===== src/hw/axi_rd_pkg.sv =====
// AXI read slave shared widths, burst and response codes, sequencer states
`default_nettype none

package axi_rd_pkg;

    // --------------------------------------------------
    // Bus widths
    // --------------------------------------------------
    localparam int ADDR_W  = 16;
    localparam int DATA_W  = 32;
    localparam int ID_W    = 4;
    localparam int LEN_W   = 8;   // ARLEN field
    localparam int SIZE_W  = 3;   // ARSIZE field
    localparam int BURST_W = 2;   // ARBURST field
    localparam int RESP_W  = 2;   // RRESP field

    // log2 of bytes per beat on this bus
    localparam int BUS_BYTES_LOG2 = 2;

    // A change of this bit means a 4 KB page crossing
    localparam int BOUNDARY_BIT = 12;

    // --------------------------------------------------
    // Encodings
    // --------------------------------------------------
    // WRAP runs like INCR in this slave
    typedef enum logic [BURST_W-1:0] {
        BT_FIXED = 2'd0,
        BT_INCR  = 2'd1,
        BT_WRAP  = 2'd2,
        BT_RSVD  = 2'd3
    } burst_e;

    // Only OKAY and SLVERR are ever returned
    typedef enum logic [RESP_W-1:0] {
        RESP_OKAY   = 2'd0,
        RESP_SLVERR = 2'd2
    } resp_e;

    // Beat sequencer phases
    typedef enum logic [1:0] {
        BP_IDLE,
        BP_FIRST,   // first beat on the raw start address
        BP_BURST    // remaining beats on aligned address plus increment
    } burst_phase_e;

endpackage

`default_nettype wire


===== src/hw/axi_rd_fifo.sv =====
// Synchronous FIFO with full, almost-full and empty flags
`default_nettype none

module axi_rd_fifo #(
    parameter int WIDTH       = 8,
    parameter int DEPTH       = 4,
    parameter int AFULL_LEVEL = DEPTH
) (
    input  wire              clk,
    input  wire              rst_n,
    input  wire              push,
    input  wire              pop,
    input  wire [WIDTH-1:0]  din,
    output logic [WIDTH-1:0] dout,
    output logic             full,
    output logic             afull,
    output logic             empty
);

    localparam int PTR_W = (DEPTH > 1) ? $clog2(DEPTH) : 1;
    localparam int CNT_W = $clog2(DEPTH + 1);

    logic [WIDTH-1:0] mem [DEPTH];
    logic [PTR_W-1:0] wr_ptr;
    logic [PTR_W-1:0] rd_ptr;
    logic [CNT_W-1:0] count;
    logic             do_push;
    logic             do_pop;

    // Pointer step with wrap at DEPTH, so any depth works
    function automatic logic [PTR_W-1:0] ptr_inc(input logic [PTR_W-1:0] p);
        return (p == PTR_W'(DEPTH - 1)) ? '0 : p + PTR_W'(1);
    endfunction

    // Overflow and underflow requests are ignored
    assign do_push = push && !full;
    assign do_pop  = pop && !empty;

    // Storage
    always_ff @(posedge clk) begin
        if (do_push) begin
            mem[wr_ptr] <= din;
        end
    end

    // Head entry shows without a read cycle
    assign dout = mem[rd_ptr];

    // --------------------------------------------------
    // Pointers and occupancy
    // --------------------------------------------------
    always_ff @(posedge clk or negedge rst_n) begin
        if (!rst_n) begin
            wr_ptr <= '0;
            rd_ptr <= '0;
            count  <= '0;
        end else begin
            if (do_push) begin
                wr_ptr <= ptr_inc(wr_ptr);
            end
            if (do_pop) begin
                rd_ptr <= ptr_inc(rd_ptr);
            end
            case ({do_push, do_pop})
                2'b10:   count <= count + CNT_W'(1);
                2'b01:   count <= count - CNT_W'(1);
                default: count <= count;
            endcase
        end
    end

    // Flags follow the registered count
    assign full  = (count == CNT_W'(DEPTH));
    assign afull = (count >= CNT_W'(AFULL_LEVEL));
    assign empty = (count == '0);

endmodule

`default_nettype wire


===== src/hw/axi_rd_decode.sv =====
// Request register fed by the address queue with size error, alignment and increment
`default_nettype none

module axi_rd_decode (
    input  wire                             clk,
    input  wire                             rst_n,
    // Address queue head
    input  wire                             q_empty,
    output logic                            q_pop,
    input  wire [axi_rd_pkg::ID_W-1:0]      q_id,
    input  wire [axi_rd_pkg::ADDR_W-1:0]    q_addr,
    input  wire [axi_rd_pkg::LEN_W-1:0]     q_len,
    input  wire [axi_rd_pkg::SIZE_W-1:0]    q_size,
    input  wire [axi_rd_pkg::BURST_W-1:0]   q_burst,
    // Held request towards the sequencer
    output logic                            req_valid,
    output logic [axi_rd_pkg::ID_W-1:0]     req_id,
    output logic [axi_rd_pkg::ADDR_W-1:0]   req_start_addr,
    output logic [axi_rd_pkg::ADDR_W-1:0]   req_aligned_addr,
    output logic [axi_rd_pkg::LEN_W-1:0]    req_len,
    output logic [axi_rd_pkg::ADDR_W-1:0]   req_incr,
    output logic                            req_size_err,
    input  wire                             req_done
);

    import axi_rd_pkg::*;

    logic              size_err;
    logic [SIZE_W-1:0] eff_size;
    logic [ADDR_W-1:0] align_mask;
    logic [ADDR_W-1:0] incr;

    // Take the next request once the register is free or freed this cycle
    assign q_pop = !q_empty && (!req_valid || req_done);

    // --------------------------------------------------
    // Request attributes from the queue head
    // --------------------------------------------------
    assign size_err = (q_size > SIZE_W'(BUS_BYTES_LOG2));

    // Oversized transfers align to the bus width
    assign eff_size   = size_err ? SIZE_W'(BUS_BYTES_LOG2) : q_size;
    assign align_mask = {ADDR_W{1'b1}} << eff_size;

    // No address step for FIXED
    assign incr = (q_burst == BT_FIXED) ? '0 : (ADDR_W'(1) << q_size);

    // Valid flag
    always_ff @(posedge clk or negedge rst_n) begin
        if (!rst_n) begin
            req_valid <= 1'b0;
        end else if (q_pop) begin
            req_valid <= 1'b1;
        end else if (req_done) begin
            req_valid <= 1'b0;
        end
    end

    // Request payload
    always_ff @(posedge clk) begin
        if (q_pop) begin
            req_id           <= q_id;
            req_start_addr   <= q_addr;
            req_aligned_addr <= q_addr & align_mask;
            req_len          <= q_len;
            req_incr         <= incr;
            req_size_err     <= size_err;
        end
    end

endmodule

`default_nettype wire


===== src/hw/axi_rd_burst_gen.sv =====
// Beat sequencer FSM driving memory read strobes, beat addresses and last flags
`default_nettype none

module axi_rd_burst_gen (
    input  wire                             clk,
    input  wire                             rst_n,
    // Held request
    input  wire                             req_valid,
    input  wire [axi_rd_pkg::ID_W-1:0]      req_id,
    input  wire [axi_rd_pkg::ADDR_W-1:0]    req_start_addr,
    input  wire [axi_rd_pkg::ADDR_W-1:0]    req_aligned_addr,
    input  wire [axi_rd_pkg::LEN_W-1:0]     req_len,
    input  wire [axi_rd_pkg::ADDR_W-1:0]    req_incr,
    input  wire                             req_size_err,
    output logic                            req_done,
    // R buffer fill level
    input  wire                             r_afull,
    // Memory read port
    output logic                            m_re,
    output logic [axi_rd_pkg::ADDR_W-1:0]   m_raddr,
    // Beat tags for the delay line
    output logic [axi_rd_pkg::ID_W-1:0]     beat_id,
    output logic                            beat_err,
    output logic                            beat_last
);

    import axi_rd_pkg::*;

    burst_phase_e      state;
    burst_phase_e      state_nxt;
    logic [LEN_W-1:0]  beat_cnt;
    logic [ADDR_W-1:0] burst_addr;
    logic [ADDR_W-1:0] addr_base;
    logic [ADDR_W-1:0] addr_prev;
    logic [ADDR_W-1:0] addr_sum;
    logic [ADDR_W-1:0] addr_nxt;

    // --------------------------------------------------
    // Next beat address
    // --------------------------------------------------
    // After the first beat the step starts from the aligned address
    assign addr_base = (state == BP_FIRST) ? req_aligned_addr : burst_addr;
    assign addr_prev = (state == BP_FIRST) ? req_start_addr : burst_addr;
    assign addr_sum  = addr_base + req_incr;

    // Hold on the previous beat rather than leave the 4 KB page
    assign addr_nxt = (addr_sum[BOUNDARY_BIT] != req_start_addr[BOUNDARY_BIT]) ?
                      addr_prev : addr_sum;

    // --------------------------------------------------
    // Phase decode
    // --------------------------------------------------
    always_comb begin
        state_nxt = state;
        m_re      = 1'b0;
        m_raddr   = burst_addr;
        beat_last = 1'b0;
        case (state)
            BP_IDLE: begin
                if (req_valid) begin
                    state_nxt = BP_FIRST;
                end
            end
            BP_FIRST: begin
                // Raw, possibly unaligned, start address
                m_raddr = req_start_addr;
                if (!r_afull) begin
                    m_re      = 1'b1;
                    beat_last = (req_len == '0);
                    state_nxt = beat_last ? BP_IDLE : BP_BURST;
                end
            end
            BP_BURST: begin
                if (!r_afull) begin
                    m_re      = 1'b1;
                    beat_last = (beat_cnt == req_len);
                    if (beat_last) begin
                        state_nxt = BP_IDLE;
                    end
                end
            end
            default: state_nxt = BP_IDLE;
        endcase
    end

    // Last beat frees the request register
    assign req_done = beat_last;

    // Tags ride with every strobe
    assign beat_id  = req_id;
    assign beat_err = req_size_err;

    // --------------------------------------------------
    // State and beat counter
    // --------------------------------------------------
    always_ff @(posedge clk or negedge rst_n) begin
        if (!rst_n) begin
            state    <= BP_IDLE;
            beat_cnt <= '0;
        end else begin
            state <= state_nxt;
            if (m_re) begin
                // Beat 0 is the first beat
                beat_cnt <= (state == BP_FIRST) ? LEN_W'(1) : beat_cnt + LEN_W'(1);
            end
        end
    end

    // Address of the beat after the one just issued
    always_ff @(posedge clk) begin
        if (m_re) begin
            burst_addr <= addr_nxt;
        end
    end

endmodule

`default_nettype wire


===== src/hw/axi_rd_resp_align.sv =====
// Delay line aligning beat ID, response and last to memory latency for the R buffer write
`default_nettype none

module axi_rd_resp_align #(
    parameter int SLV_WS = 2
) (
    input  wire                                  clk,
    input  wire                                  rst_n,
    input  wire                                  m_re,
    input  wire [axi_rd_pkg::ID_W-1:0]           beat_id,
    input  wire                                  beat_err,
    input  wire                                  beat_last,
    input  wire                                  m_rvalid,
    input  wire [axi_rd_pkg::DATA_W-1:0]         m_rdata,
    output logic                                 r_push,
    output logic [axi_rd_pkg::ID_W+axi_rd_pkg::DATA_W+axi_rd_pkg::RESP_W:0] r_din
);

    import axi_rd_pkg::*;

    localparam int TAG_W = ID_W + RESP_W + 1;

    resp_e            beat_resp;
    logic [TAG_W-1:0] tag_in;
    logic [TAG_W-1:0] tag_out;
    logic             vld_out;

    assign beat_resp = beat_err ? RESP_SLVERR : RESP_OKAY;
    assign tag_in    = {beat_id, beat_resp, beat_last};

    // --------------------------------------------------
    // SLV_WS stages
    // --------------------------------------------------
    if (SLV_WS == 0) begin : g_bypass
        assign tag_out = tag_in;
        assign vld_out = m_re;
    end else begin : g_delay
        logic [TAG_W-1:0]  tag_q [SLV_WS];
        logic [SLV_WS-1:0] vld_q;

        // Slot occupancy
        always_ff @(posedge clk or negedge rst_n) begin
            if (!rst_n) begin
                vld_q <= '0;
            end else begin
                vld_q[0] <= m_re;
                for (int i = 1; i < SLV_WS; i++) begin
                    vld_q[i] <= vld_q[i-1];
                end
            end
        end

        always_ff @(posedge clk) begin
            tag_q[0] <= tag_in;
            for (int i = 1; i < SLV_WS; i++) begin
                tag_q[i] <= tag_q[i-1];
            end
        end

        assign tag_out = tag_q[SLV_WS-1];
        assign vld_out = vld_q[SLV_WS-1];
    end

    // Entry layout is {id, data, resp, last}
    assign r_push = m_rvalid && vld_out;
    assign r_din  = {tag_out[TAG_W-1 -: ID_W], m_rdata, tag_out[RESP_W:0]};

endmodule

`default_nettype wire


===== src/hw/axi_rd_slave.sv =====
// AXI4 read slave top with address queue, decode, sequencer, delay line and R buffer
`default_nettype none

module axi_rd_slave #(
    parameter int AR_DEPTH = 4,
    parameter int R_DEPTH  = 16,
    parameter int SLV_WS   = 2
) (
    input  wire                             clk,
    input  wire                             rst_n,
    // AR channel
    input  wire [axi_rd_pkg::ID_W-1:0]      ARID,
    input  wire [axi_rd_pkg::ADDR_W-1:0]    ARADDR,
    input  wire [axi_rd_pkg::LEN_W-1:0]     ARLEN,
    input  wire [axi_rd_pkg::SIZE_W-1:0]    ARSIZE,
    input  wire [axi_rd_pkg::BURST_W-1:0]   ARBURST,
    input  wire                             ARVALID,
    output logic                            ARREADY,
    // R channel
    output logic [axi_rd_pkg::ID_W-1:0]     RID,
    output logic [axi_rd_pkg::DATA_W-1:0]   RDATA,
    output logic [axi_rd_pkg::RESP_W-1:0]   RRESP,
    output logic                            RLAST,
    output logic                            RVALID,
    input  wire                             RREADY,
    // Memory read port
    output logic                            m_re,
    output logic [axi_rd_pkg::ADDR_W-1:0]   m_raddr,
    input  wire [axi_rd_pkg::DATA_W-1:0]    m_rdata,
    input  wire                             m_rvalid
);

    import axi_rd_pkg::*;

    localparam int AR_W = ID_W + ADDR_W + LEN_W + SIZE_W + BURST_W;
    localparam int R_W  = ID_W + DATA_W + RESP_W + 1;
    // Room for the beats still inside the memory latency
    localparam int R_AFULL = R_DEPTH - SLV_WS - 2;

    logic              ar_push;
    logic              ar_pop;
    logic              ar_full;
    logic              ar_empty;
    logic [AR_W-1:0]   ar_dout;
    logic [ID_W-1:0]   q_id;
    logic [ADDR_W-1:0] q_addr;
    logic [LEN_W-1:0]  q_len;
    logic [SIZE_W-1:0] q_size;
    logic [BURST_W-1:0] q_burst;
    logic              req_valid;
    logic [ID_W-1:0]   req_id;
    logic [ADDR_W-1:0] req_start_addr;
    logic [ADDR_W-1:0] req_aligned_addr;
    logic [LEN_W-1:0]  req_len;
    logic [ADDR_W-1:0] req_incr;
    logic              req_size_err;
    logic              req_done;
    logic [ID_W-1:0]   beat_id;
    logic              beat_err;
    logic              beat_last;
    logic              r_push;
    logic              r_pop;
    logic              r_afull;
    logic              r_empty;
    logic [R_W-1:0]    r_din;
    logic [R_W-1:0]    r_dout;

    // --------------------------------------------------
    // AR side
    // --------------------------------------------------
    assign ARREADY = !ar_full;
    assign ar_push = ARVALID && ARREADY;
    assign {q_id, q_addr, q_len, q_size, q_burst} = ar_dout;

    axi_rd_fifo #(
        .WIDTH       (AR_W),
        .DEPTH       (AR_DEPTH),
        .AFULL_LEVEL (AR_DEPTH)
    ) ar_queue (
        .clk   (clk),
        .rst_n (rst_n),
        .push  (ar_push),
        .pop   (ar_pop),
        .din   ({ARID, ARADDR, ARLEN, ARSIZE, ARBURST}),
        .dout  (ar_dout),
        .full  (ar_full),
        .afull (),
        .empty (ar_empty)
    );

    axi_rd_decode u_decode (
        .clk              (clk),
        .rst_n            (rst_n),
        .q_empty          (ar_empty),
        .q_pop            (ar_pop),
        .q_id             (q_id),
        .q_addr           (q_addr),
        .q_len            (q_len),
        .q_size           (q_size),
        .q_burst          (q_burst),
        .req_valid        (req_valid),
        .req_id           (req_id),
        .req_start_addr   (req_start_addr),
        .req_aligned_addr (req_aligned_addr),
        .req_len          (req_len),
        .req_incr         (req_incr),
        .req_size_err     (req_size_err),
        .req_done         (req_done)
    );

    axi_rd_burst_gen u_burst_gen (
        .clk              (clk),
        .rst_n            (rst_n),
        .req_valid        (req_valid),
        .req_id           (req_id),
        .req_start_addr   (req_start_addr),
        .req_aligned_addr (req_aligned_addr),
        .req_len          (req_len),
        .req_incr         (req_incr),
        .req_size_err     (req_size_err),
        .req_done         (req_done),
        .r_afull          (r_afull),
        .m_re             (m_re),
        .m_raddr          (m_raddr),
        .beat_id          (beat_id),
        .beat_err         (beat_err),
        .beat_last        (beat_last)
    );

    // --------------------------------------------------
    // R side
    // --------------------------------------------------
    axi_rd_resp_align #(
        .SLV_WS (SLV_WS)
    ) u_resp_align (
        .clk       (clk),
        .rst_n     (rst_n),
        .m_re      (m_re),
        .beat_id   (beat_id),
        .beat_err  (beat_err),
        .beat_last (beat_last),
        .m_rvalid  (m_rvalid),
        .m_rdata   (m_rdata),
        .r_push    (r_push),
        .r_din     (r_din)
    );

    axi_rd_fifo #(
        .WIDTH       (R_W),
        .DEPTH       (R_DEPTH),
        .AFULL_LEVEL (R_AFULL)
    ) r_buffer (
        .clk   (clk),
        .rst_n (rst_n),
        .push  (r_push),
        .pop   (r_pop),
        .din   (r_din),
        .dout  (r_dout),
        .full  (),
        .afull (r_afull),
        .empty (r_empty)
    );

    // Head entry drives the channel
    assign RVALID = !r_empty;
    assign r_pop  = RVALID && RREADY;
    assign {RID, RDATA, RRESP, RLAST} = r_dout;

endmodule

`default_nettype wire


===== config.mk =====
export PLATFORM = sky130hd
export DESIGN_NAME = axi_rd_slave
export DESIGN_NICKNAME = d
export VERILOG_FILES = /design/src/hw/axi_rd_pkg.sv /design/src/hw/axi_rd_fifo.sv /design/src/hw/axi_rd_decode.sv /design/src/hw/axi_rd_burst_gen.sv /design/src/hw/axi_rd_resp_align.sv /design/src/hw/axi_rd_slave.sv
export SDC_FILE = /design/constraint.sdc
export NUM_CORES = 1
export LEC_CHECK = 0
export BUFFER_PORTS_ARGS = -buffer_cell sky130_fd_sc_hd__buf_4
export CAP_MARGIN = 10
export CORE_MARGIN = 2
export CORE_UTILIZATION = 35
export CTS_BUF_LIST = sky130_fd_sc_hd__clkbuf_8 sky130_fd_sc_hd__clkbuf_16
export CTS_CLUSTER_DIAMETER = 120
export CTS_CLUSTER_SIZE = 12
export DETAILED_ROUTE_END_ITERATION = 6
export PLACE_DENSITY_LB_ADDON = 0.1
export SLEW_MARGIN = 20
export SYNTH_ARGS = -nofsm -noshare
export SYNTH_HDL_FRONTEND = slang
export SYNTH_SLANG_ARGS = --single-unit

===== constraint.sdc =====
create_clock -name clk -period 4.05 [get_ports clk]
set_clock_uncertainty 0.1 [all_clocks]
set_input_delay 0.81 -clock clk [delete_from_list [all_inputs] [get_ports clk]]
set_output_delay 0.81 -clock clk [all_outputs]
set_load 0.05 [all_outputs]

# --- Yosys cells after proc, flatten, opt, wreduce, memory -nomap -nowiden ---
# Memory sizes are Yosys's and may differ from the RTL's.
# Index checks and enable logic that the tools add are counted.
word_totals:
  out_inout_bits: 58
  mem_bits_rw: 770
  memories: 3
  ff_bits: 110
  input_bits: 70
memory_table:
  columns: ["memory", "depth", "width", "rd", "rd_clocked_by_memory_dff", "wr", "line_no", "rtl"]
  rows:
  - ["r_buffer.mem", 16, 39, 1, 0, 1, "axi_rd_fifo.sv:23", "logic [WIDTH-1:0] mem [DEPTH];"]
  - ["ar_queue.mem", 4, 33, 1, 0, 1, "axi_rd_fifo.sv:23", null]
  - ["u_resp_align.g_delay.tag_q", 2, 7, 2, 0, 2, "axi_rd_resp_align.sv:38", "logic [TAG_W-1:0] tag_q [SLV_WS];"]
op_classes:
  n_addsub: 10
  n_lt_le_gt_ge: 2
  n_shift: 2
  reduce_logical: 24
  n_eq_ne: 18
  bitwise: 1
  n_mux: 29
op_table:
  columns: ["op", "n"]
  rows:
  - ["16-bit 2-to-1 mux", 3]
  - ["16-bit adder", 1]
  - ["16-bit bitwise AND", 1]
  - ["2-bit 2-to-1 mux", 8]
  - ["1-bit by 3-bit left shift with 16-bit output, first input constant", 1]
  - ["16-bit by 3-bit left shift with 16-bit output, first input constant", 1]
  - ["2-bit == test, second input constant", 5]
  - ["1-bit 2-to-1 mux", 10]
  - ["5-bit case mux with 2 select lines", 1]
  - ["4-bit by 1-bit adder with 4-bit output, second input constant", 2]
  - ["8-bit by 1-bit adder with 8-bit output, second input constant", 1]
  - ["4-bit == test, second input constant", 2]
  - ["8-bit == test", 1]
  - ["1-bit logical AND", 8]
  - ["8-bit zero test", 1]
  - ["4-bit 2-to-1 mux", 2]
  - ["8-bit 2-to-1 mux", 1]
  - ["2-bit by 1-bit == test with 1-bit output, second input constant", 3]
  - ["2-bit inequality test, second input constant", 3]
  - ["2-bit case mux with 3 select lines", 1]
  - ["3-bit case mux with 2 select lines", 1]
  - ["2-bit nonzero test", 3]
  - ["5-bit by 1-bit adder with 5-bit output, second input constant", 1]
  - ["5-bit == test, second input constant", 1]
  - ["other kinds (18)", 24]

# --- Logic depth before layout (Yosys ltp) ---
logic_depth:
  word_depth: 8
  ltp_mapped: 17
  ltp_nobuf: 13

# --- Cells and area by module ---
# Synthesis repeated with hierarchy kept, for this count alone.
unflattened:
  hier_cells: 1844
  area_unflattened_um2: 34917.2
modules_own_cells:
  columns: ["module", "n_inst", "area_each_um2", "seq_area_each_um2", "cells_each"]
  rows:
  - ["axi_rd_fifo (r_buffer)", 1, 24878.9, 19063.3, 1181]
  - ["axi_rd_fifo (ar_queue)", 1, 5267.6, 4139.0, 214]
  - ["axi_rd_burst_gen", 1, 2511.2, 730.7, 301]
  - ["axi_rd_decode", 1, 1646.6, 1346.3, 89]
  - ["axi_rd_resp_align", 1, 593.1, 290.3, 55]
  - ["axi_rd_slave", 1, 20.0, 0.0, 4]

# --- Worst setup path before layout ---
# No wires, ideal clock.
synth_path:
  path_type: "register to register"
  from: "register u_decode.req_len[5] (netlist name)"
  to: "register ar_queue.count[1]"
  setup_time_ns: 0.125
  stages_incl_launch_ff: 10
  synth_period_minus_slack_ns: 3.570
  arrival_time_ns: 3.345
  path_slack_ns: 0.480
  path_cell_list: "edfxtp_1 > or4_4 > nor3_2 > a41oi_1 > o21ai_2 > o31ai_2 > inv_1 > ha_1 > fa_1 > mux2_2"
synth_between:
  elab_chain_cells: 8
synth_rtl:
  columns: ["item", "line_no", "rtl"]
  rows:
  - ["start, declared", "axi_rd_decode.sv:20", "output logic [axi_rd_pkg::LEN_W-1:0] req_len,"]
  - ["start signal, assigned", "axi_rd_decode.sv:65", "req_len <= q_len;"]
  - ["8-bit == test / 8-bit zero test (equally long branches)", "axi_rd_burst_gen.sv:76, axi_rd_burst_gen.sv:69", null]
  - ["1-bit 2-to-1 mux, on equally long branches", "axi_rd_burst_gen.sv:74, axi_rd_burst_gen.sv:67", null]
  - ["1-bit case mux with 2 select lines *", "axi_rd_burst_gen.sv:58", "case (state)"]
  - ["1-bit logical OR *", "axi_rd_decode.sv:34", "assign q_pop = !q_empty && (!req_valid || req_done);"]
  - ["1-bit logical AND *", "axi_rd_decode.sv:34", null]
  - ["named net ar_pop", "axi_rd_slave.sv:41", "logic ar_pop;"]
  - ["1-bit logical AND *", "axi_rd_fifo.sv:37", "assign do_pop = pop && !empty;"]
  - ["2-bit by 1-bit == test with 1-bit output / 2-bit == test (equally long branches)", "axi_rd_fifo.sv:64", "case ({do_push, do_pop})"]
  - ["3-bit case mux with 2 select lines / 2-bit nonzero test (equally long branches)", null, null]
  - ["end signal, assigned", "axi_rd_fifo.sv:65", "2'b10: count <= count + CNT_W'(1);"]
  - ["end signal, assigned", "axi_rd_fifo.sv:66", "2'b01: count <= count - CNT_W'(1);"]
  - ["end signal, assigned", "axi_rd_fifo.sv:67", "default: count <= count;"]
  - ["end, declared", "axi_rd_fifo.sv:26", "logic [CNT_W-1:0] count;"]
# Mark *: on every way through the listed nets, which the timed path passes. The rest lies on a longest branch.
# A chain may end at the register's enable or synchronous reset.

# --- Worst setup path in the final report ---
layout_path:
  from: "register r_buffer.rd_ptr[1]"
  to: "output port RDATA[13] (netlist name)"
layout_between:
  elab_chain_cells: 1
layout_rtl:
  columns: ["item", "line_no", "rtl"]
  rows:
  - ["start, declared", "axi_rd_fifo.sv:25", "logic [PTR_W-1:0] rd_ptr;"]
  - ["start signal, assigned", "axi_rd_fifo.sv:62", "rd_ptr <= ptr_inc(rd_ptr);"]
  - ["memory read 16 x 39 bit", null, null]
  - ["end, declared", "axi_rd_slave.sv:21", "output logic [axi_rd_pkg::DATA_W-1:0] RDATA,"]
# No other way between the ends.

==> results.py <==
metrics = {
    "status": {
        "status": "finished, final reports clean",
    },
    "floorplanning": {
        "die_h_um": 312.0,
        "die_area_um2": 97360,
        "io_pins": 128,
        "std_cell_rows": 112,
        "die_x_um": 312.0,
        "core_area_um2": 93610,
        "initial_core_util_pct": 35.48,
    },
    "job": {
        "cap_viol_max_count": 0,
    },
    "cts": {
        "clk_latency_ps": 630,
        "htree_levels": 3,
        "clock-sinks": 845,
        "cts-root-buf": "clkbuf_16",
        "cts_buffers": 80,
        "cts_hold_buffers": 0,
        "cts_max_path_buffers": 3,
        "post_cts_buffers": 0,
        "path_clk_slew_ps": 60,
        "tritoncts": "built",
    },
    "pwr": {
        "p_per_area_nw_per_um2": 714.5,
        "total_power_mw": 27.42,
        "p_leak_nw": 13.05,
        "peakVddDrop_uv": 490.7,
    },
    "detailed_routing": {
        "vias": 16350,
        "wl_per_cell_um": 23.28,
        "dr.first_iter.drc_count": 1094,
        "finalWirelength_mm": 75.60,
        "avgViaCountPerCell": 5.035,
        "dr.pass1.iters": 5,
        "drc": 0,
        "ant_nets": 0,
    },
    "worst_setup_path": {
        "crit_start": "r_buffer.rd_ptr[1]",
        "arrival_ps": 2980,
        "crit_chain": "buf_6 -> nor2b_4 -> buf_4 -> a221oi_1 -> o21ai_0 -> nand2_1 -> buf_4",
        "crit_type": "reg -> out",
        "cpPeakStageDelay_ps": 680,
        "endpoint_kind": "output pin",
        "path_max_fanout": 27,
        "reg2reg_from": "u_burst_gen.state[1]",
        "cp.required_ps": 3140,
        "cp-start-kind": "register",
        "crit_path_top_delay_cell": "dfrtp_4",
        "cpMostUsedCell": "buf_4",
    },
    "layout": {
        "fin_nets": 2046,
        "syn2layout_area_growth_pct": 15.56,
        "drive_gt1_share_pct": 23.54,
        "multi_input_area_um2": 7672,
        "register_area_um2": 25100,
        "fillers": 8463,
    },
    "synth": {
        "ys_ff_latch": 845,
        "avgSynthCellArea_um2": 18.78,
        "synth_edf_count": 800,
        "async_flop_share_pct": 3.905,
        "synthCells": 1768,
        "ys_warn_count": 0,
        "synth_area_um2": 33210,
        "syn-num-nets": 1868,
        "synthFlopType": "edfxtp_1",
        "synth_cell_types": 62,
        "seq_area_frac_synth_pct": 75.55,
    },
    "timing": {
        "worstMarginPinSlew_ps": 908.0,
        "fin_crit_ps": 3886,
        "rsz0062_at_grt": "false",
        "fin_tns_setup_ps": 0,
        "timing.final.crit_share_pct": 95.95,
        "fmax_mhz": 257.3,
        "hold_viol": 0,
        "slew_violations": 0,
        "setup_viol": 0,
        "holdWs_ps": 35.33,
        "slew_headroom_pct": 39.46,
    },
    "global_route": {
        "antenna_found_initial": 1,
        "overflow": 0,
        "track_usage_pct": 15.60,
        "grt_use_met2_pct": 26.81,
        "grt_pass1_vias": 17310,
        "grt_start_max_net_pins": 55,
        "busiest_layer": "met2",
        "grt_pass1_wl_mm": 113.3,
        "grt_util_met1_pct": 20.00,
        "met3_usage_pct": 2.913,
    },
    "min_path": {
        "min_path_type": "in -> async",
    },
    "placement": {
        "dpl.hpwl_mm": 44.32,
        "gp_congestion": 0.7503,
        "io_buffers": 126,
    },
}
critical path: cells and delay by family, from the launching register on:
| family | cells | cell delay (ps) |
|---|---|---|
| flops | 1 | 680 |
| compound gates | 2 | 600 |
| buf+inv | 3 | 800 |
| simple gates | 2 | 220 |
power by group:
part	switching, mW	total (mW)	internal [mW]
Clock	3.13	6.89	3.76
Sequential	0.425	10.8	10.4
Combinational	6.21	9.75	3.54
placed cells by master, fill, tap and decap left out, types with 18 or more instances in the layout:
cell type,count
edfxtp_1,800
buf_4,159
mux2i_1,123
mux4_2,112
nand2_1,102
o21ai_0,92
clkbuf_16,83
a21oi_1,64
inv_1,62
mux2_2,46
a221oi_1,38
a22oi_1,38
nor2_1,35
dfrtp_1,28
ha_1,27
buf_12,19
xnor2_1,18
cells in the mapped netlist, types with 24 or more instances:
master / instances / share of area, %
edfxtp_1: 800 / 72
mux2i_1: 123 / 3.7
mux4_2: 112 / 7.6
nand2_1: 103 / 1.2
o21ai_0: 92 / 1.4
a21oi_1: 64 / 0.96
mux2_2: 46 / 1.6
clkbuf_1: 40 / 0.45
a221oi_1: 38 / 1.0
a22oi_1: 38 / 0.86
nor2_1: 36 / 0.41
dfrtp_1: 33 / 2.5
ha_1: 27 / 1.0
buf_2: 26 / 0.39
inv_1: 24 / 0.27
per-layer routing:
| layer | vias up | routed length, um |
|---|---|---|
| met2 | 298 | 37910 |
| met5 | - | 0 |
| met1 | 8528 | 32650 |
| met3 | 112 | 3146 |
| met4 | 0 | 1904 |
| li1 | 7411 | - |
layout make-up:
type	count	share of cell area [%]
Sequential cell	845	65.40
Clock inverter	44	0.6553
Antenna cell	1	0.006521
Inverter	25	0.2445
Multi-Input combinational cell	814	19.99
Tap cell	1254	4.088
Clock buffer	84	5.448
Timing Repair Buffer	180	4.160
final timing paths:
| kind | cells after the start | slack [ps] | end |
|---|---|---|---|
| worst min-delay path | 1 | 40 | ar_queue.wr_ptr[1] |
| worst min register to register | 0 | 230 | u_resp_align.g_delay.tag_q[0][10] |
| worst max register to register | 12 | 310 | u_burst_gen.burst_addr[1] |
| max in group asynchronous | 1 | 3410 | r_buffer.rd_ptr[0] |
| min in group clk | 0 | 230 | u_resp_align.g_delay.tag_q[0][10] |
| worst max-delay path | 7 | 160 | RDATA[13] |
kinds of logic after synthesis:
family | share of synthesized area, %
buffers and inverters | 1.477
DFF | 75.55
and+or+nand+nor | 2.875
muxes | 13.06
other | 0.01129
adders and majority gates | 1.198
AOI/OAI and AO/OA | 4.789
xor gates and xnor gates | 1.036
sequential cells by signal (all words and copies together), names as in the netlist:
| name | cells |
|---|---|
| u_decode.req_incr | 8 |
| r_buffer.mem | 608 |
| u_decode.req_len | 8 |
| r_buffer.count | 5 |
| u_decode.req_valid | 1 |
| u_burst_gen.burst_addr | 16 |
| u_decode.req_start_addr | 7 |
| u_burst_gen.beat_cnt | 8 |
| u_decode.req_size_err | 1 |
| ar_queue.rd_ptr | 2 |
| u_burst_gen.state | 2 |
| r_buffer.wr_ptr | 4 |
| ar_queue.mem | 132 |
| u_decode.req_aligned_addr | 16 |
| ar_queue.count | 3 |
| ar_queue.wr_ptr | 2 |
| r_buffer.rd_ptr | 4 |
| u_resp_align.g_delay.vld_q | 2 |
| u_resp_align.g_delay.tag_q | 12 |
| u_decode.req_id | 4 |
metrics by stage:
step,worst slack [ps],util (%),instances,area (um^2)
2_1_floorplan,480.4,-,1768,33210
5_1_grt,10.96,41.00,3247,38380
6_report,164.2,41.00,3247,38380
3_5_place_dp,298.2,38.48,3118,36020
4_1_cts,92.40,40.99,3246,38370
3_3_place_gp,320.5,38.48,3118,36020
repair_timing:
item	CTS	global route
endpoints found under the hold margin	0	0
resized for setup	3	1
endpoints found under the setup margin	15	1
Note: power is estimated with default switching activity, not from simulation.
